===== src/hw/lc3_config.svh =====
/* Word width, memory address width, queue depth and reset PC */
`ifndef LC3_CONFIG_SVH
`define LC3_CONFIG_SVH

`define LC3_WORD_WIDTH 16
`define LC3_ADDR_WIDTH 20

// Entries in the instruction queue
`define LC3_QUEUE_DEPTH 4

// Start of user program space
`define LC3_RESET_PC 16'h3000

`endif


===== src/hw/lc3IsaPkg.sv =====
/* Instruction-set types: opcode enumeration and decoded instruction */
`include "lc3_config.svh"

package lc3IsaPkg;

	typedef enum logic [3:0]
	{
		opBr   = 4'b0000,
		opAdd  = 4'b0001,
		opLd   = 4'b0010,
		opSt   = 4'b0011,
		opJsr  = 4'b0100,
		opAnd  = 4'b0101,
		opLdr  = 4'b0110,
		opStr  = 4'b0111,
		opRti  = 4'b1000,
		opNot  = 4'b1001,
		opLdi  = 4'b1010,
		opSti  = 4'b1011,
		opJmp  = 4'b1100,
		opRes  = 4'b1101,
		opLea  = 4'b1110,
		opTrap = 4'b1111
	} opcodeT;

	typedef struct packed
	{
		logic [`LC3_WORD_WIDTH-1:0] pc;
		opcodeT                     opcode;
		logic [2:0]                 dr;
		logic [2:0]                 sr1;
		logic [`LC3_WORD_WIDTH-1:0] imm;
		// pc+1 plus offset, BR and JSR only
		logic [`LC3_WORD_WIDTH-1:0] target;
		logic                       redirect;
	} decodedT;

endpackage


===== src/hw/fetchBusPkg.sv =====
/* Transport structs for memory requests, queue entries and redirects */
`include "lc3_config.svh"

package fetchBusPkg;

	typedef struct packed
	{
		logic [`LC3_ADDR_WIDTH-1:0] addr;
	} memReqT;

	typedef struct packed
	{
		logic [`LC3_WORD_WIDTH-1:0] pc;
		logic [`LC3_WORD_WIDTH-1:0] instr;
	} queueEntryT;

	// Valid for a single cycle
	typedef struct packed
	{
		logic                       valid;
		logic [`LC3_WORD_WIDTH-1:0] target;
	} redirectT;

endpackage


===== src/hw/fetchUnit.sv =====
/* Fetch unit: PC, MAR, MDR and IR load registers, PC select, address
   zero extension and the FSM for memory and push handshakes */
`timescale 1ns/100ps
`include "lc3_config.svh"

module fetchUnit
(
	input  logic                       Clk,
	input  logic                       reset,
	output fetchBusPkg::memReqT        memReq,
	output logic                       memReqValid,
	input  logic                       memAck,
	input  logic [`LC3_WORD_WIDTH-1:0] memData,
	output logic                       pushReq,
	output fetchBusPkg::queueEntryT    pushEntry,
	input  logic                       pushAck,
	input  fetchBusPkg::redirectT      redirect
);

	typedef enum logic [2:0]
	{
		stateMar,
		stateMemReq,
		stateMemDone,
		statePushReq,
		statePushDone
	} stateT;

	stateT                      state;
	logic [`LC3_WORD_WIDTH-1:0] pcReg;
	logic [`LC3_WORD_WIDTH-1:0] pcNext;
	logic [`LC3_WORD_WIDTH-1:0] marReg;
	logic [`LC3_WORD_WIDTH-1:0] mdrReg;
	logic [`LC3_WORD_WIDTH-1:0] irReg;
	logic                       stale;
	logic                       ldPc;
	logic                       ldMar;
	logic                       ldMdr;
	logic                       ldIr;

	// MAR waits a cycle on redirect so it picks up the new PC
	assign ldMar = (state == stateMar) && !redirect.valid;
	assign ldMdr = (state == stateMemReq) && memAck;
	assign ldIr  = (state == stateMemDone) && !memAck;
	assign ldPc  = redirect.valid || ((state == statePushReq) && pushAck && !stale);

	// PC select with redirect target over increment
	always_comb
	begin
		if (redirect.valid)
			pcNext = redirect.target;
		else
			pcNext = pcReg + 1'b1;
	end

	always_ff @(posedge Clk)
	begin
		if (reset)
			pcReg <= `LC3_RESET_PC;
		else if (ldPc)
			pcReg <= pcNext;
	end

	always_ff @(posedge Clk)
	begin
		if (ldMar)
			marReg <= pcReg;
		if (ldMdr)
			mdrReg <= memData;
		if (ldIr)
			irReg <= mdrReg;
	end

	// Zero extend MAR onto the memory address
	assign memReq.addr     = {{(`LC3_ADDR_WIDTH - `LC3_WORD_WIDTH){1'b0}}, marReg};
	assign pushEntry.pc    = marReg;
	assign pushEntry.instr = irReg;

	always_ff @(posedge Clk)
	begin
		if (reset)
		begin
			state       <= stateMar;
			memReqValid <= 1'b0;
			pushReq     <= 1'b0;
			stale       <= 1'b0;
		end
		else
		begin
			case (state)
				stateMar:
				begin
					if (!redirect.valid)
					begin
						memReqValid <= 1'b1;
						state       <= stateMemReq;
					end
				end
				stateMemReq:
				begin
					if (redirect.valid)
						stale <= 1'b1;
					if (memAck)
					begin
						memReqValid <= 1'b0;
						state       <= stateMemDone;
					end
				end
				stateMemDone:
				begin
					// Wrong-path word is dropped here, never pushed
					if (!memAck && (stale || redirect.valid))
					begin
						stale <= 1'b0;
						state <= stateMar;
					end
					else if (!memAck)
					begin
						pushReq <= 1'b1;
						state   <= statePushReq;
					end
					else if (redirect.valid)
						stale <= 1'b1;
				end
				statePushReq:
				begin
					if (pushAck)
					begin
						pushReq <= 1'b0;
						stale   <= 1'b0;
						state   <= statePushDone;
					end
					else if (redirect.valid)
						stale <= 1'b1;
				end
				statePushDone:
				begin
					if (!pushAck)
						state <= stateMar;
				end
				default:
					state <= stateMar;
			endcase
		end
	end

	memReqStable: assert property (@(posedge Clk) disable iff (reset)
		memReqValid |=> !memReqValid || $stable(memReq));

	pushReqHeld: assert property (@(posedge Clk) disable iff (reset)
		pushReq && !pushAck |=> pushReq && $stable(pushEntry));

endmodule


===== src/hw/instrQueue.sv =====
/* Circular instruction queue with four-phase push and pop sides
   and flush on redirect */
`timescale 1ns/100ps
`include "lc3_config.svh"

module instrQueue
(
	input  logic                    Clk,
	input  logic                    reset,
	input  logic                    pushReq,
	input  fetchBusPkg::queueEntryT pushEntry,
	output logic                    pushAck,
	output logic                    popReq,
	output fetchBusPkg::queueEntryT popEntry,
	input  logic                    popAck,
	input  fetchBusPkg::redirectT   redirect
);

	localparam int Depth    = `LC3_QUEUE_DEPTH;
	localparam int PtrWidth = (Depth > 1) ? $clog2(Depth) : 1;
	localparam int CntWidth = $clog2(Depth + 1);

	fetchBusPkg::queueEntryT entries [Depth];
	logic [PtrWidth-1:0]     rdPtr;
	logic [PtrWidth-1:0]     wrPtr;
	logic [PtrWidth-1:0]     rdPtrNext;
	logic [PtrWidth-1:0]     wrPtrNext;
	logic [CntWidth-1:0]     count;
	logic                    acceptPush;
	logic                    writeEn;
	logic                    popDone;
	logic                    pushStale;

	assign acceptPush = pushReq && !pushAck && (count != CntWidth'(Depth));
	// A push left open across a redirect holds a wrong-path instruction
	assign writeEn    = acceptPush && !redirect.valid && !pushStale;
	assign popDone    = popReq && popAck;
	assign rdPtrNext  = (rdPtr == PtrWidth'(Depth - 1)) ? '0 : rdPtr + 1'b1;
	assign wrPtrNext  = (wrPtr == PtrWidth'(Depth - 1)) ? '0 : wrPtr + 1'b1;
	assign popEntry   = entries[rdPtr];

	always_ff @(posedge Clk)
	begin
		if (writeEn)
			entries[wrPtr] <= pushEntry;
	end

	always_ff @(posedge Clk)
	begin
		if (reset)
		begin
			rdPtr     <= '0;
			wrPtr     <= '0;
			count     <= '0;
			pushAck   <= 1'b0;
			popReq    <= 1'b0;
			pushStale <= 1'b0;
		end
		else
		begin
			if (acceptPush)
				pushAck <= 1'b1;
			else if (pushAck && !pushReq)
				pushAck <= 1'b0;
			if (redirect.valid && pushReq && !pushAck && !acceptPush)
				pushStale <= 1'b1;
			else if (acceptPush)
				pushStale <= 1'b0;

			if (popDone)
				popReq <= 1'b0;
			else if (!popReq && !popAck && count != '0)
				popReq <= 1'b1;

			if (redirect.valid)
			begin
				// Flush all but the head under acknowledgement
				rdPtr <= popDone ? rdPtrNext : rdPtr;
				wrPtr <= (count != '0) ? rdPtrNext : rdPtr;
				count <= (count != '0 && !popDone) ? CntWidth'(1) : '0;
			end
			else
			begin
				if (writeEn)
					wrPtr <= wrPtrNext;
				if (popDone)
					rdPtr <= rdPtrNext;
				count <= count + CntWidth'(writeEn) - CntWidth'(popDone);
			end
		end
	end

	// Full means both pointers meet with entries held
	noPushWhenFull: assert property (@(posedge Clk) disable iff (reset)
		$rose(pushAck) |-> $past(wrPtr != rdPtr || count == '0));

	popEntryStable: assert property (@(posedge Clk) disable iff (reset)
		popReq |=> !popReq || $stable(popEntry));

endmodule


===== src/hw/instrDecoder.sv =====
/* Instruction decoder: field extraction, branch target, redirect
   and the four-phase output register */
`timescale 1ns/100ps
`include "lc3_config.svh"

module instrDecoder
(
	input  logic                    Clk,
	input  logic                    reset,
	input  logic                    popReq,
	input  fetchBusPkg::queueEntryT popEntry,
	output logic                    popAck,
	output fetchBusPkg::redirectT   redirect,
	output logic                    outReq,
	output lc3IsaPkg::decodedT      outInstr,
	input  logic                    outAck
);

	localparam int WordWidth = `LC3_WORD_WIDTH;

	typedef enum logic [1:0] {outIdle, outLoaded, outOpen, outClosing} outStateT;

	outStateT             outState;
	lc3IsaPkg::decodedT   decoded;
	logic [WordWidth-1:0] instr;
	logic                 capture;

	assign instr   = popEntry.instr;
	// Output register free and previous pop closed
	assign capture = (outState == outIdle) && popReq && !popAck;

	always_comb
	begin
		decoded        = '0;
		decoded.pc     = popEntry.pc;
		decoded.opcode = lc3IsaPkg::opcodeT'(instr[15:12]);
		decoded.dr     = instr[11:9];
		decoded.sr1    = instr[8:6];
		case (decoded.opcode)
			lc3IsaPkg::opAdd, lc3IsaPkg::opAnd:
				decoded.imm = {{(WordWidth - 5){instr[4]}}, instr[4:0]};
			lc3IsaPkg::opLdr, lc3IsaPkg::opStr:
				decoded.imm = {{(WordWidth - 6){instr[5]}}, instr[5:0]};
			lc3IsaPkg::opBr, lc3IsaPkg::opLd, lc3IsaPkg::opSt,
			lc3IsaPkg::opLdi, lc3IsaPkg::opSti, lc3IsaPkg::opLea:
				decoded.imm = {{(WordWidth - 9){instr[8]}}, instr[8:0]};
			lc3IsaPkg::opJsr:
				decoded.imm = {{(WordWidth - 11){instr[10]}}, instr[10:0]};
			lc3IsaPkg::opTrap:
				decoded.imm = {{(WordWidth - 8){1'b0}}, instr[7:0]};
			default:
				decoded.imm = '0;
		endcase
		// JSRR has bit 11 clear and needs a register, so no target
		if (decoded.opcode == lc3IsaPkg::opBr || (decoded.opcode == lc3IsaPkg::opJsr && instr[11]))
			decoded.target = popEntry.pc + 1'b1 + decoded.imm;
		// Conditional BR never taken, flags live outside this block
		decoded.redirect = (decoded.opcode == lc3IsaPkg::opBr && instr[11:9] == 3'b111)
			|| (decoded.opcode == lc3IsaPkg::opJsr && instr[11]);
	end

	always_ff @(posedge Clk)
	begin
		if (capture)
			outInstr <= decoded;
	end

	always_ff @(posedge Clk)
	begin
		if (reset)
		begin
			outState <= outIdle;
			popAck   <= 1'b0;
			outReq   <= 1'b0;
			redirect <= '0;
		end
		else
		begin
			redirect.valid  <= capture && decoded.redirect;
			redirect.target <= decoded.target;
			if (capture)
				popAck <= 1'b1;
			else if (popAck && !popReq)
				popAck <= 1'b0;
			case (outState)
				outIdle:
					if (capture)
						outState <= outLoaded;
				outLoaded:
				begin
					outReq   <= 1'b1;
					outState <= outOpen;
				end
				outOpen:
				begin
					if (outAck)
					begin
						outReq   <= 1'b0;
						outState <= outClosing;
					end
				end
				outClosing:
					if (!outAck)
						outState <= outIdle;
			endcase
		end
	end

	// Redirect pulses once, on the pop that carried the branch
	redirectPulse: assert property (@(posedge Clk) disable iff (reset)
		redirect.valid |-> $rose(popAck) ##1 !redirect.valid);

endmodule


===== src/hw/fetchTop.sv =====
/* Fetch front end top: fetch unit, instruction queue and decoder */
`timescale 1ns/100ps
`include "lc3_config.svh"

module fetchTop
(
	input  logic                       Clk,
	input  logic                       reset,
	output fetchBusPkg::memReqT        memReq,
	output logic                       memReqValid,
	input  logic                       memAck,
	input  logic [`LC3_WORD_WIDTH-1:0] memData,
	output logic                       outReq,
	output lc3IsaPkg::decodedT         outInstr,
	input  logic                       outAck
);

	logic                    pushReq;
	logic                    pushAck;
	logic                    popReq;
	logic                    popAck;
	fetchBusPkg::queueEntryT pushEntry;
	fetchBusPkg::queueEntryT popEntry;
	fetchBusPkg::redirectT   redirect;

	fetchUnit fetch (.Clk(Clk), .reset(reset),
		.memReq(memReq), .memReqValid(memReqValid), .memAck(memAck), .memData(memData),
		.pushReq(pushReq), .pushEntry(pushEntry), .pushAck(pushAck),
		.redirect(redirect));

	instrQueue queue (.Clk(Clk), .reset(reset),
		.pushReq(pushReq), .pushEntry(pushEntry), .pushAck(pushAck),
		.popReq(popReq), .popEntry(popEntry), .popAck(popAck),
		.redirect(redirect));

	// Decoder drives redirect back to fetch and queue
	instrDecoder decoder (.Clk(Clk), .reset(reset),
		.popReq(popReq), .popEntry(popEntry), .popAck(popAck),
		.redirect(redirect),
		.outReq(outReq), .outInstr(outInstr), .outAck(outAck));

endmodule


===== config.mk =====
export PLATFORM = sky130hd
export DESIGN_NAME = fetchTop
export DESIGN_NICKNAME = d
export VERILOG_FILES = /design/src/hw/lc3IsaPkg.sv /design/src/hw/fetchBusPkg.sv /design/src/hw/fetchUnit.sv /design/src/hw/instrQueue.sv /design/src/hw/instrDecoder.sv /design/src/hw/fetchTop.sv
export VERILOG_INCLUDE_DIRS = /design/src /design/src/hw
export SDC_FILE = /design/constraint.sdc
export NUM_CORES = 1
export LEC_CHECK = 0
export ABC_AREA = 1
export CAP_MARGIN = 25
export CORE_AREA = 2 2 159 161
export CTS_CLUSTER_DIAMETER = 150
export DETAILED_ROUTE_END_ITERATION = 6
export DIE_AREA = 0 0 161 163
export DONT_BUFFER_PORTS = 1
export GPL_TIMING_DRIVEN = 0
export PLACE_DENSITY = 0.69
export SLEW_MARGIN = 20
export SYNTH_ARGS = -nofsm -noshare
export SYNTH_HDL_FRONTEND = slang
export SYNTH_HIERARCHICAL = 1
export SYNTH_SLANG_ARGS = --single-unit

===== constraint.sdc =====
create_clock -name Clk -period 9.4 [get_ports Clk]
set_input_delay 0.94 -clock Clk [delete_from_list [all_inputs] [get_ports Clk]]
set_output_delay 0.94 -clock Clk [all_outputs]
set_load 0.005 [all_outputs]

==> metrics.md, run 1 <==
| Metric | Value |
|---|---|
| Avg Cell Area, Syn | 11.3 µm² |
| Worst-case clock skew | between 0.01 and 0.015 ns |
| Min-delay worst type | flip-flop to flip-flop |
| Max Transition Viols Final | 0 |
| Number of core rows | 58 |
| Height of the die | 163 µm |
| Slew at the pin closest to its max-slew limit | 0.868 ns |
| Post-detailed-placement half-perimeter wirelength | 19.4 mm |
| Highest attainable clock frequency | 0.258 GHz |
| Maximum number of pins on one net before global-route repair | 23 |
| Post-route cell area | 13700 µm² |
| Iteration-0 DRC count of the detailed router | slightly below 600 |
| Routability congestion estimate from global placement | 0.894 |
| Fraction of final layout cells sized beyond drive strength 1 | 13.8% |
| Count of antenna-violating nets left after detailed routing | 0 |
| Top-level I/O count | 101 |
| Effective utilization at floorplan | ~49% |
| I/O Buffers | 0 |
| Worst Path Max Fanout | 10 |
| Final setup violation count | 0 |
| Top cell type by total area after synthesis | sky130_fd_sc_hd__edfxtp_1 |
| Post-place instance area | 12800 µm² |
| Sequential cell area fraction in the yosys report | 65.8% |
| Worst ir drop on vdd | 0.000157 V |
| Number of sinks handled by clock tree synthesis | 285 |
| Net count of the finished layout | approximately 1200 |
| Final clock period utilization by the worst path | 41.2% |
| Post-route minimum period | 3.87 ns |
| Smallest hold slack | 0.418 ns |
| Total Routed Length | 27.0 mm |
| Power density cells | 243 nW/µm² |
| Overall routing resource usage | 20.5% |
| Top cell type's share of synthesized area | around 57% |
| Mapped Cells | between 1000 and 1500 |
| Max-capacitance violation count | 0 |
| Layout overhead on the synthesized area | 12.9% |
| Overall die area | 26200 µm² |
| Post-cts sizing count | 0 |
| Data arrival time at the worst-slack endpoint | 4.16 ns |
| Hold-fix buffers, CTS | 0 |
| Critical path required time | 9.69 ns |
| Number of global-route vias before repair | 7480 |
| Most used DFF post-synth | sky130_fd_sc_hd__edfxtp_1 |
| Static leakage | 5.21 nW |
| CP Class | flip-flop to flip-flop |
| Global-route wire length before repair | around 41 mm |
| Number of failing hold endpoints at the final stage | 0 |
| Clock buffer depth | 3 |
| # H-tree levels | 1 |
| Later-pin clock latency in the skew report | about 0.54 ns |
| Number of antenna violations at the first check in global routing | 1 |
| Buffer count from post-CTS setup fixing | 0 |
| Number of synthesized register bits | 285 |
| Kind of end point of the critical path | flip-flop |
| Routed vias | 7811 |
| RSZ-0062 raised after global routing | no |
| Total Negative Setup Slacks | 0 ns |
| Number of distinct library cells after synthesis | 51 |
| Number of enable flip-flop cells after synthesis | 230 |
| Vias per inst | 5.29 |
| Number of antenna cells inserted | 0 |
| Worst slew margin | 42.1% |
| GR Overflow Total | 0 |
| Clock-pin slew reported for the worst setup and hold paths after clock tree synthesis | 0.06 ns |
| Master cell of the clock root buffer | sky130_fd_sc_hd__clkbuf_16 |
| Wire length per cell | 18.3 µm |
| Cell area after synthesis | 12200 µm² |
| Startpoint kind of the worst setup timing path | flip-flop |
| DRT Pass-1 Iters | 4 |
| Top cells by area in the synthesized netlist | sky130_fd_sc_hd__edfxtp_1 (57%), sky130_fd_sc_hd__dfxtp_1 (9.1%), sky130_fd_sc_hd__nand2_1 (4.9%) |
| Run status | finished, final reports clean |
| Asr flop ratio synth | 0% |
| Die outline width | 161 µm |
| Final-layout fill cell count | approximately 2100 |
| Area of the placeable core | 24700 µm² |
| Post-detailed-route DRC marker count | 0 |
| Number of buffers inserted during clock tree synthesis | 28 |
| Synth warnings | 6 |
| CTS tree | built |
==> sequential cells by signal, indices dropped and copies added (netlist names), 3 cells and up, named ones only <==
signal and count:
fetch/marReg 16, decoder/outInstr 54, queue/count 3, fetch/pcReg 16, queue/entries 128, decoder/redirect 17
fetch/state 3, fetch/irReg 16, fetch/mdrReg 16
==> worst paths after layout <==
kind                         from                   to  slack (ns)  cells past startpoint
hold / removal    fetch/mdrReg[8]       fetch/irReg[8]        0.42                      0
setup / recovery        flip-flop  decoder/outInstr[9]        5.53                     16
hold reg to reg   fetch/mdrReg[8]       fetch/irReg[8]        0.42                      0
setup reg to reg        flip-flop  decoder/outInstr[9]        5.53                     16
==> final cells by class <==
class,count,area [µm²],share of cell area (%)
sequential,285,8010,58.3
multi-input combinational,637,3400,24.8
clock buffer,37,786,5.72
tap,330,413,3.01
buffer,55,405,2.95
inverter,105,399,2.91
timing repair buffer,12,174,1.27
clock inverter,15,143,1.04
==> worst max-delay path, stage by stage, from the launching register on <==
cell                      delay (ns)
sky130_fd_sc_hd__dfxtp_1        0.49
sky130_fd_sc_hd__buf_2          0.29
sky130_fd_sc_hd__o21ai_0        0.12
sky130_fd_sc_hd__o22ai_1        0.55
sky130_fd_sc_hd__nor2_1         0.25
sky130_fd_sc_hd__inv_1          0.16
sky130_fd_sc_hd__nand2_1        0.20
sky130_fd_sc_hd__ha_1           0.26
sky130_fd_sc_hd__fa_1           0.42
sky130_fd_sc_hd__o21ai_2        0.24
sky130_fd_sc_hd__nand2_1        0.10
sky130_fd_sc_hd__nand2_1        0.13
sky130_fd_sc_hd__nand2_1        0.09
sky130_fd_sc_hd__nand2_1        0.06
sky130_fd_sc_hd__nand2_1        0.04
sky130_fd_sc_hd__nand3_1        0.14
sky130_fd_sc_hd__inv_1          0.06
==> cell families (layout without fill, tap and decap cells) <==
logic type,after synthesis,in the layout,share of synthesized area (%)
xor+xnor,5,5,0.360
fa+ha+maj,30,30,3.21
compound gates,170,170,7.82
other cells,1,4,0.0308
flops,285,285,65.8
simple gates,428,428,16.1
buf+inv,160,224,6.61
==> where the power goes <==
group,switching (mW),internal [mW]
clock,0.447,0.665
combinational,0.361,0.188
sequential,0.0959,1.57
==> synth_stat cells (2+ instances only) <==
cell,instances
sky130_fd_sc_hd__clkbuf_1,4
sky130_fd_sc_hd__xor2_1,3
sky130_fd_sc_hd__nand4_1,8
sky130_fd_sc_hd__nand3_1,56
sky130_fd_sc_hd__dfxtp_1,55
sky130_fd_sc_hd__nor2_1,145
sky130_fd_sc_hd__buf_2,12
sky130_fd_sc_hd__nor3_1,14
sky130_fd_sc_hd__nand2_1,159
sky130_fd_sc_hd__buf_4,27
sky130_fd_sc_hd__nor2_4,5
sky130_fd_sc_hd__o22ai_1,33
sky130_fd_sc_hd__and2_1,2
sky130_fd_sc_hd__nand3_4,2
sky130_fd_sc_hd__fa_1,2
sky130_fd_sc_hd__buf_6,11
sky130_fd_sc_hd__a21oi_2,2
sky130_fd_sc_hd__nor2_2,7
sky130_fd_sc_hd__nand3_2,4
sky130_fd_sc_hd__ha_1,28
sky130_fd_sc_hd__xnor2_1,2
sky130_fd_sc_hd__nor3_2,3
sky130_fd_sc_hd__nand2_2,6
sky130_fd_sc_hd__a21boi_0,5
sky130_fd_sc_hd__edfxtp_1,230
sky130_fd_sc_hd__o21ai_0,51
sky130_fd_sc_hd__nand2_4,3
sky130_fd_sc_hd__o21ai_1,30
sky130_fd_sc_hd__o21bai_1,4
sky130_fd_sc_hd__a21oi_1,35
sky130_fd_sc_hd__inv_1,95
sky130_fd_sc_hd__a31oi_1,2
sky130_fd_sc_hd__o21ai_2,2
sky130_fd_sc_hd__nand3b_1,4
sky130_fd_sc_hd__nor4_2,4
sky130_fd_sc_hd__inv_2,9
==> routing by layer <==
metal / routed length (µm) / vias up / GRT usage (%)
met2: 13000 / 258 / 34.6
met4: 675 / 2 / 6.13
met5: 13 / - / 0
li1: - / 3796 / -
met1: 11100 / 3714 / 26.1
met3: 2150 / 41 / 5.53
==> metrics by stage <==
step	power, mW	instances	worst slack (ns)	utilization (%)
after floorplan	2.06	1082	4.53	-
after global placement	2.22	1412	1.84	51.0
after detailed placement	2.25	1424	5.60	51.9
after CTS	3.36	1476	5.52	55.7
after global routing	3.49	1476	5.19	55.7
final	3.33	1476	5.53	55.7
==> layout by cell type, fill, tap and decap left out, drive strengths merged, types with 33 or more instances in the layout <==
cell type  netlist  routed
a21oi           37      37
buf             51      63
clkbuf           4      41
dfxtp           55      55
edfxtp         230     230
inv            105     106
nand2          168     168
nand3           62      62
nor2           158     158
o21ai           83      83
o22ai           33      33
(Power assumes the default switching activity.)
==> inputs of run 2 (changes only) <==
--- a/config.mk
+++ b/config.mk
@@ -6,15 +6,15 @@
 export SDC_FILE = /design/constraint.sdc
 export NUM_CORES = 1
 export LEC_CHECK = 0
-export ABC_AREA = 1
+export ABC_AREA = 0
 export CAP_MARGIN = 25
-export CORE_AREA = 2 2 159 161
+export CORE_AREA = 2 2 156 158
 export CTS_CLUSTER_DIAMETER = 150
 export DETAILED_ROUTE_END_ITERATION = 6
-export DIE_AREA = 0 0 161 163
+export DIE_AREA = 0 0 158 160
 export DONT_BUFFER_PORTS = 1
 export GPL_TIMING_DRIVEN = 0
-export PLACE_DENSITY = 0.69
+export PLACE_DENSITY = 0.68
 export SLEW_MARGIN = 20
 export SYNTH_ARGS = -nofsm -noshare
 export SYNTH_HDL_FRONTEND = slang
==> constraint.sdc (replaced) <==
create_clock -name Clk -period 3.7 [get_ports Clk]
set_input_delay 0.37 -clock Clk [delete_from_list [all_inputs] [get_ports Clk]]
set_output_delay 0.37 -clock Clk [all_outputs]
set_load 0.005 [all_outputs]
==> run 2 against run 1 <==
  * Utilization up 2.3 points
  * Register-to-register slack worse by 5.5 ns
  * Critical path depth down 2
  * Largest cell class unchanged
==> metrics.md, run 2 <==
| Metric | Value |
|---|---|
| Run status | finished, final reports clean |
| Highest attainable clock frequency | 0.272 GHz |
| Top library cells by usage in the layout, fill and taps aside | sky130_fd_sc_hd__edfxtp_1 (230), sky130_fd_sc_hd__buf_4 (58), sky130_fd_sc_hd__nor2_1 (54), sky130_fd_sc_hd__dfxtp_1 (53), sky130_fd_sc_hd__mux4_2 (32) |
| Max-capacitance violation count | 0 |
| Simple-Gate Fraction of Synth Area | 8.73% |
| Total Routed Length | roughly 23 mm |
| Final worst slack | 0.0211 ns |
| Number of global-route vias before repair | ~6200 |
| # H-tree levels | 1 |
| Avg Cell Area, Syn | approximately 15 µm² |
| Number of antenna violations at the first check in global routing | 1 |
| Worst Path Max Fanout | 6 |
| Setup WS pre-CTS | -0.906 ns |
| Effective utilization at floorplan | roughly 49% |
| Most used DFF post-synth | sky130_fd_sc_hd__edfxtp_1 |
| Most repeated cell in the gate-level netlist after synthesis | sky130_fd_sc_hd__edfxtp_1 |
| Layout overhead on the synthesized area | 19.3% |
| Total Negative Setup Slacks | 0 ns |
| Maximum number of pins on one net before global-route repair | 30 |
| Top cell type's share of synthesized area | 59.7% |
| Compound-gate portion of the synthesized area | around 7% |
| Startpoint kind of the worst setup timing path | flip-flop |
| CP Class | flip-flop to flip-flop |
| Most numerous cell types in the synthesized netlist | sky130_fd_sc_hd__edfxtp_1 (230), sky130_fd_sc_hd__nor2_1 (57), sky130_fd_sc_hd__dfxtp_1 (55) |
| Max FFs per register | ~130 |
| Largest registers ranked by flip-flop count | queue/entries (128), decoder/outInstr (54), decoder/redirect (17) |
| Cell area after synthesis | 11600 µm² |
| Static leakage | 4.83 nW |
| Mapped Cells | 756 |
| Worst R2R Setup Slack | 0.02 ns |
| Post-detailed-route DRC marker count | 0 |
| Overall die area | 25300 µm² |
| Vias per inst | 5.41 |
| Clock-pin slew reported for the worst setup and hold paths after clock tree synthesis | approximately 0.060 ns |
| Post-synthesis xor/xnor area fraction | 1.36% |
| Final-layout fill cell count | 1863 |
| Power density cells | 591 nW/µm² |
| Sequential cell area fraction in the yosys report | 69.2% |
| Asr flop ratio synth | 0% |
| Worst ir drop on vdd | 0.000348 V |
| Height of the die | 160 µm |
| Slew at the pin closest to its max-slew limit | between 1 and 1.5 ns |
| Endpoint of the most critical register-to-register path | decoder/outInstr[15] |
| Later-pin clock latency in the skew report | roughly 0.55 ns |
| Combinational family with the most area after synthesis | simple AND/OR/NAND/NOR gates |
| End point of the critical path | decoder/outInstr[15] |
| Number of cells traversed by the worst register-to-register path | 14 |
| RSZ-0062 raised after global routing | yes |
| Min-delay worst type | primary input to flip-flop |
| Iteration-0 DRC count of the detailed router | 445 |
| Max Transition Viols Final | 0 |
| GR Overflow Total | 0 |
| Synth warnings | 6 |
| Wire length per cell | just under 20 µm |
| Number of antenna cells inserted | 0 |
| I/O Buffers | 0 |
| Clock buffer depth | 3 |
| Number of sinks handled by clock tree synthesis | around 290 |
| Fraction of final layout cells sized beyond drive strength 1 | between 20% and 30% |
| Number of synthesized register bits | 285 |
| Die outline width | between 150 and 200 µm |
| Area of the placeable core | 23800 µm² |
| DRT Pass-1 Iters | 4 |
| Top cell type by total area after synthesis | sky130_fd_sc_hd__edfxtp_1 |
| Top cells by area in the synthesized netlist | sky130_fd_sc_hd__edfxtp_1 (60%), sky130_fd_sc_hd__dfxtp_1 (9.5%), sky130_fd_sc_hd__mux4_2 (6.2%) |
| Adder-cell share of the synthesized area | 3.37% |
| Master cell of the clock root buffer | sky130_fd_sc_hd__clkbuf_16 |
| Top-level I/O count | just over 100 |
| Overall routing resource usage | between 10% and 20% |
| Global-route wire length before repair | 35.3 mm |
| Count of antenna-violating nets left after detailed routing | 0 |
| Routability congestion estimate from global placement | 0.831 |
| Number of enable flip-flop cells after synthesis | 230 |
| Worst-case clock skew | 0.0140 ns |
| Routed vias | 6441 |
| Critical path required time | 3.99 ns |
| Number of core rows | 57 |
| Net count of the finished layout | 893 |
| Fraction of synthesized area in multiplexers | 6.57% |
| Number of buffers inserted during clock tree synthesis | 29 |
| Smallest hold slack | 0.0260 ns |
| Largest register by flop count | queue/entries |
| CTS tree | built |
| Number of distinct library cells after synthesis | 67 |
| Final clock period utilization by the worst path | between 90 and 100% |
| Data arrival time at the worst-slack endpoint | 3.97 ns |
| Post-detailed-placement half-perimeter wirelength | about 16 mm |
| Final setup violation count | 0 |
| Kind of end point of the critical path | flip-flop |
| Worst slew margin | between 20% and 30% |
| Post-route minimum period | around 3.7 ns |
| Commonest non-fill, non-tap cell in the layout | sky130_fd_sc_hd__edfxtp_1 |
| Number of failing hold endpoints at the final stage | 0 |
run 2: cell types whose count changed after synthesis, moves of 27 or more:
cell and change:
sky130_fd_sc_hd__nand2_1 -136, sky130_fd_sc_hd__nor2_1 -88, sky130_fd_sc_hd__inv_1 -65, sky130_fd_sc_hd__nand3_1 -44, sky130_fd_sc_hd__o21ai_0 -39, sky130_fd_sc_hd__mux4_2 +32, sky130_fd_sc_hd__o22ai_1 -32, sky130_fd_sc_hd__o21ai_1 -27
run 2: final cells by class:
class,count,area [µm²],share of cell area [%]
clock inverter,18,203,1.47
timing repair buffer,57,541,3.91
clock buffer,36,782,5.66
sequential,285,8010,58.0
inverter,30,115,0.833
buffer,50,354,2.56
multi-input combinational,390,3410,24.7
tap,324,405,2.93
run 2: worst min path at each step:
stage                     startpoint         endpoint  slack (ns)  cells past startpoint
finish                        outAck   decoder/outReq        0.03                      3
global route                  outAck   decoder/outReq        0.03                      3
CTS                           outAck   decoder/outReq        0.01                      3
detailed placement  fetch/mdrReg[14]  fetch/irReg[14]        0.41                      0
global placement    fetch/mdrReg[10]  fetch/irReg[10]        0.40                      0
floorplan            fetch/mdrReg[0]   fetch/irReg[0]        0.40                      0
run 2: per-stage QoR:
| stage | area, µm² | instances | util [%] | total power [mW] |
|---|---|---|---|---|
| after detailed placement | 12200 | 1095 | 51.2 | 5.14 |
| after global placement | 12000 | 1083 | 50.4 | 5.06 |
| after floorplan | 11600 | 759 | - | 4.78 |
| after CTS | 13600 | 1178 | 57.1 | 8.18 |
| final | 13800 | 1190 | 58.0 | 8.17 |
| after global routing | 13800 | 1190 | 58.0 | 8.52 |
run 2: what timing repair did:
action / in CTS / in global routing
setup buffers: 15 / 14
hold endpoints to repair: 16 / 0
gates resized for setup: 33 / 27
hold buffers: 16 / 0
pin swaps: 12 / 17
setup endpoints to repair: 15 / 14
run 2: worst max-delay path, stage by stage (launching register included):
cell and delay, ns:
sky130_fd_sc_hd__dfxtp_2 0.33, sky130_fd_sc_hd__buf_8 0.12, sky130_fd_sc_hd__buf_12 0.11, sky130_fd_sc_hd__mux4_2 0.56, sky130_fd_sc_hd__nand2b_4 0.18, sky130_fd_sc_hd__a32o_2 0.26
sky130_fd_sc_hd__a311oi_4 0.41, sky130_fd_sc_hd__inv_4 0.13, sky130_fd_sc_hd__ha_4 0.35, sky130_fd_sc_hd__nand2_2 0.07, sky130_fd_sc_hd__a21bo_2 0.21, sky130_fd_sc_hd__a221oi_4 0.30
sky130_fd_sc_hd__o31ai_4 0.13, sky130_fd_sc_hd__xnor2_2 0.18, sky130_fd_sc_hd__nor2_1 0.07
run 2: metal layers:
| metal | part of all wire (%) | track usage [%] | vias up | routed length, µm |
|---|---|---|---|---|
| met1 | 45 | 26.1 | 3156 | 10400 |
| met5 | 0.048 | 0 | - | 11 |
| met4 | 2.8 | 5.49 | 2 | 653 |
| li1 | - | - | 3038 | - |
| met3 | 6.5 | 4.21 | 46 | 1490 |
| met2 | 45 | 28.3 | 199 | 10400 |
run 2: kinds of logic after synthesis:
kind of cell             Yosys count
multiplexers                      36
XOR/XNOR                          18
other                              1
AND/OR/NAND/NOR                  186
adder cells (fa/ha/maj)           30
AO/OA/AOI/OAI                    116
flip-flops                       285
buffers and inverters             84
run 2: power breakdown:
group | internal [mW] | switching (mW)
sequential | 3.88 | 0.184
combinational | 0.494 | 0.655
clock | 1.73 | 1.22
==> inputs of run 3 (changes only) <==
--- a/config.mk
+++ b/config.mk
@@ -7,6 +7,7 @@
 export NUM_CORES = 1
 export LEC_CHECK = 0
 export ABC_AREA = 0
+export ABC_CLOCK_PERIOD_IN_PS = 3700
 export CAP_MARGIN = 25
 export CORE_AREA = 2 2 156 158
 export CTS_CLUSTER_DIAMETER = 150
@@ -15,6 +16,7 @@
 export DONT_BUFFER_PORTS = 1
 export GPL_TIMING_DRIVEN = 0
 export PLACE_DENSITY = 0.68
+export REMOVE_ABC_BUFFERS = 1
 export SLEW_MARGIN = 20
 export SYNTH_ARGS = -nofsm -noshare
 export SYNTH_HDL_FRONTEND = slang
==> run 3 against run 2 <==
  * Routed wire length up 5.5%
  * Worst hold slack improved by 0.0012 ns
  * Global-route usage up 0.92 points
  * Largest cell class unchanged
  * Total power down 4.6%
  * Worst setup slack gained 0.072 ns
  * First-iteration DRC count is 10% higher
  * Design area fell by 2.8%
  * Sequential cell count did not move
  * Sequential share of layout area up 1.7 points
==> metrics.md, run 3 (same netlist as run 2, synthesis figures left out) <==
| Metric | Value |
|---|---|
| Largest registers ranked by flip-flop count | queue/entries (128), decoder/outInstr (54), decoder/redirect (17) |
| Commonest non-fill, non-tap cell in the layout | sky130_fd_sc_hd__edfxtp_1 |
| DR WL met3 | 1.65 mm |
| Cell at the slowest stage of the critical path | sky130_fd_sc_hd__mux4_2 |
| Fraction of power consumed by combinational cells | 12.2% |
| Routed vias | 6517 |
| Overall routing resource usage | 19.2% |
| Post-detailed-placement half-perimeter wirelength | about 16 mm |
| Final setup violation count | 0 |
| Post-detailed-route DRC marker count | 0 |
| CTS tree | built |
| Net count of the finished layout | 841 |
| Effective utilization at floorplan | 48.6% |
| Internal cell power | approximately 5.8 mW |
| Power density cells | 581 nW/µm² |
| Number of antenna violations at the first check in global routing | 0 |
| Top-level I/O count | 101 |
| GR Overflow Total | 0 |
| Static leakage | 4.61 nW |
| Max Transition Viols Final | 0 |
| Net Switching | 1.96 mW |
| Highest attainable clock frequency | ~0.28 GHz |
| Area of the placeable core | 23800 µm² |
| Post-Route Utilization | between 50 and 60% |
| Wire length per cell | 21.3 µm |
| Final non-filler cell total | 1136 |
| Length of routed met2 wiring | 11.9 mm |
| Total Routed Length | 24.2 mm |
| Fraction of final layout cells sized beyond drive strength 1 | between 15 and 20% |
| Worst Path Max Fanout | 6 |
| Final worst slack | 0.0927 ns |
| Die outline width | 158 µm |
| Run status | finished, final reports clean |
| Routability congestion estimate from global placement | 0.888 |
| Clock buffer depth | 3 |
| Maximum number of pins on one net before global-route repair | 40 |
| Number of antenna cells inserted | 0 |
| Slew at the pin closest to its max-slew limit | between 0.9 and 1 ns |
| Placed instance count | 1045 |
| Number of global-route vias before repair | between 6000 and 7000 |
| Min-delay worst type | primary input to flip-flop |
| Final clock period utilization by the worst path | 97.5% |
| Global-route wire length before repair | 37.2 mm |
| Max Used Layer | met4 |
| Worst slew margin | 36.1% |
| Switching power as a share of total power | 25.1% |
| Layout overhead on the synthesized area | 16.0% |
| Top library cells by usage in the layout, fill and taps aside | sky130_fd_sc_hd__edfxtp_1 (230), sky130_fd_sc_hd__nor2_1 (56), sky130_fd_sc_hd__dfxtp_1 (53), sky130_fd_sc_hd__mux4_2 (32), sky130_fd_sc_hd__inv_1 (29) |
| Critical path required time | 3.98 ns |
| # H-tree levels | 1 |
| Height of the die | 160 µm |
| Vias per inst | 5.74 |
| Number of buffers inserted during clock tree synthesis | 28 |
| I/O Buffers | 0 |
| Data arrival time at the worst-slack endpoint | 3.89 ns |
| Worst ir drop on vdd | 0.000327 V |
| Max FFs per register | 128 |
| Kind of end point of the critical path | flip-flop |
| Iteration-0 DRC count of the detailed router | 490 |
| Overall power of the completed layout | 7.79 mW |
| Critical-path cell list | buf_12, mux4_2, nor2b_4, a32o_2, a311oi_4, buf_6, inv_6, ha_4, nand2_2, a21bo_2, a221oi_2, o31ai_2, xnor2_1, nor2_1 |
| Critical Path Max Stage Delay | 0.54 ns |
| Clock-pin slew reported for the worst setup and hold paths after clock tree synthesis | ~0.060 ns |
| RSZ-0062 raised after global routing | yes |
| Startpoint kind of the worst setup timing path | flip-flop |
| Largest register by flop count | queue/entries |
| Number of core rows | between 50 and 60 |
| Overall die area | 25300 µm² |
| Max-capacitance violation count | 0 |
| Sequential power share | 53.0% |
| DRT Pass-1 Iters | 6 |
| Post-route minimum period | 3.61 ns |
| Clock power frac | 34.7% |
| Master cell of the clock root buffer | sky130_fd_sc_hd__clkbuf_16 |
| Number of sinks handled by clock tree synthesis | 285 |
| Count of antenna-violating nets left after detailed routing | 0 |
| Worst-case clock skew | around 0.018 ns |
| CP Class | flip-flop to flip-flop |
| Number of failing hold endpoints at the final stage | 0 |
| Met1 layer wirelength in the final routing | 9.68 mm |
| Later-pin clock latency in the skew report | 0.55 ns |
| Setup WS pre-CTS | -0.954 ns |
run 3: cell count changes in the layout (fill, tap and decap cells not counted), moves of 3 or more:
cell,previous run,this run
sky130_fd_sc_hd__ha_1,20,23
sky130_fd_sc_hd__buf_16,1,6
sky130_fd_sc_hd__clkbuf_1,18,8
sky130_fd_sc_hd__ha_2,3,0
sky130_fd_sc_hd__buf_4,58,20
sky130_fd_sc_hd__clkinv_4,3,0
run 3: repair_timing:
action                                  4_1_cts  5_1_grt
pin swaps                                     5       10
hold buffers                                 17        0
gates resized for setup                      19       20
setup buffers                                17        6
endpoints found under the setup margin       20       10
gates cloned                                  0        0
endpoints found under the hold margin        56        0
run 3: worst max-delay path: cells and delay by family, from the launching register on:
kind / cells / cell delay (ns)
flops: 1 / 0.45
xor+xnor: 1 / 0.23
compound gates: 5 / 1.16
fa+ha+maj: 1 / 0.29
mux: 1 / 0.54
simple gates: 3 / 0.31
buf+inv: 3 / 0.36
run 3: layout make-up:
cell class,instances,area [µm²]
tap,324,405
fill,1844,10400
inverter,30,118
multi-input combinational,390,3350
timing repair buffer,56,646
clock buffer,38,752
sequential,285,8020
clock inverter,13,138
run 3: final timing paths:
check	startpoint	end	slack, ns	depth (start not counted)
hold / removal	reset	queue/pushAck	0.03	2
hold reg to reg	fetch/mdrReg[13]	fetch/irReg[13]	0.41	0
setup reg to reg	flip-flop	decoder/outInstr[15]	0.09	14
setup / recovery	flip-flop	decoder/outInstr[15]	0.09	14
run 3: layer usage:
metal / GRT usage (%) / vias up
met3: 3.91 / 65
met2: 32.5 / 281
met1: 24.4 / 3240
li1: - / 2931
met4: 7.62 / 0
met5: 0 / -
run 3: stage by stage:
step / setup TNS (ns) / cell area [µm²] / hold slack [ns]
2_1_floorplan: -11.13 / 11300 / 0.400
3_3_place_gp: -108.33 / 11700 / 0.403
3_5_place_dp: -8.24 / 12000 / 0.405
4_1_cts: 0 / 13300 / 0.00715
5_1_grt: -0.162 / 13400 / 0.0160
6_report: 0 / 13400 / 0.0272
run 3: power by group through the flow:
stage | Combinational, mW | Sequential, mW | Clock, mW
2_1_floorplan | 0.544 | 4.11 | 0
3_3_place_gp | 0.691 | 4.21 | 0
3_5_place_dp | 0.814 | 4.21 | 0
4_1_cts | 0.910 | 4.14 | 2.75
5_1_grt | 1.05 | 4.18 | 2.87
6_report | 0.954 | 4.13 | 2.71
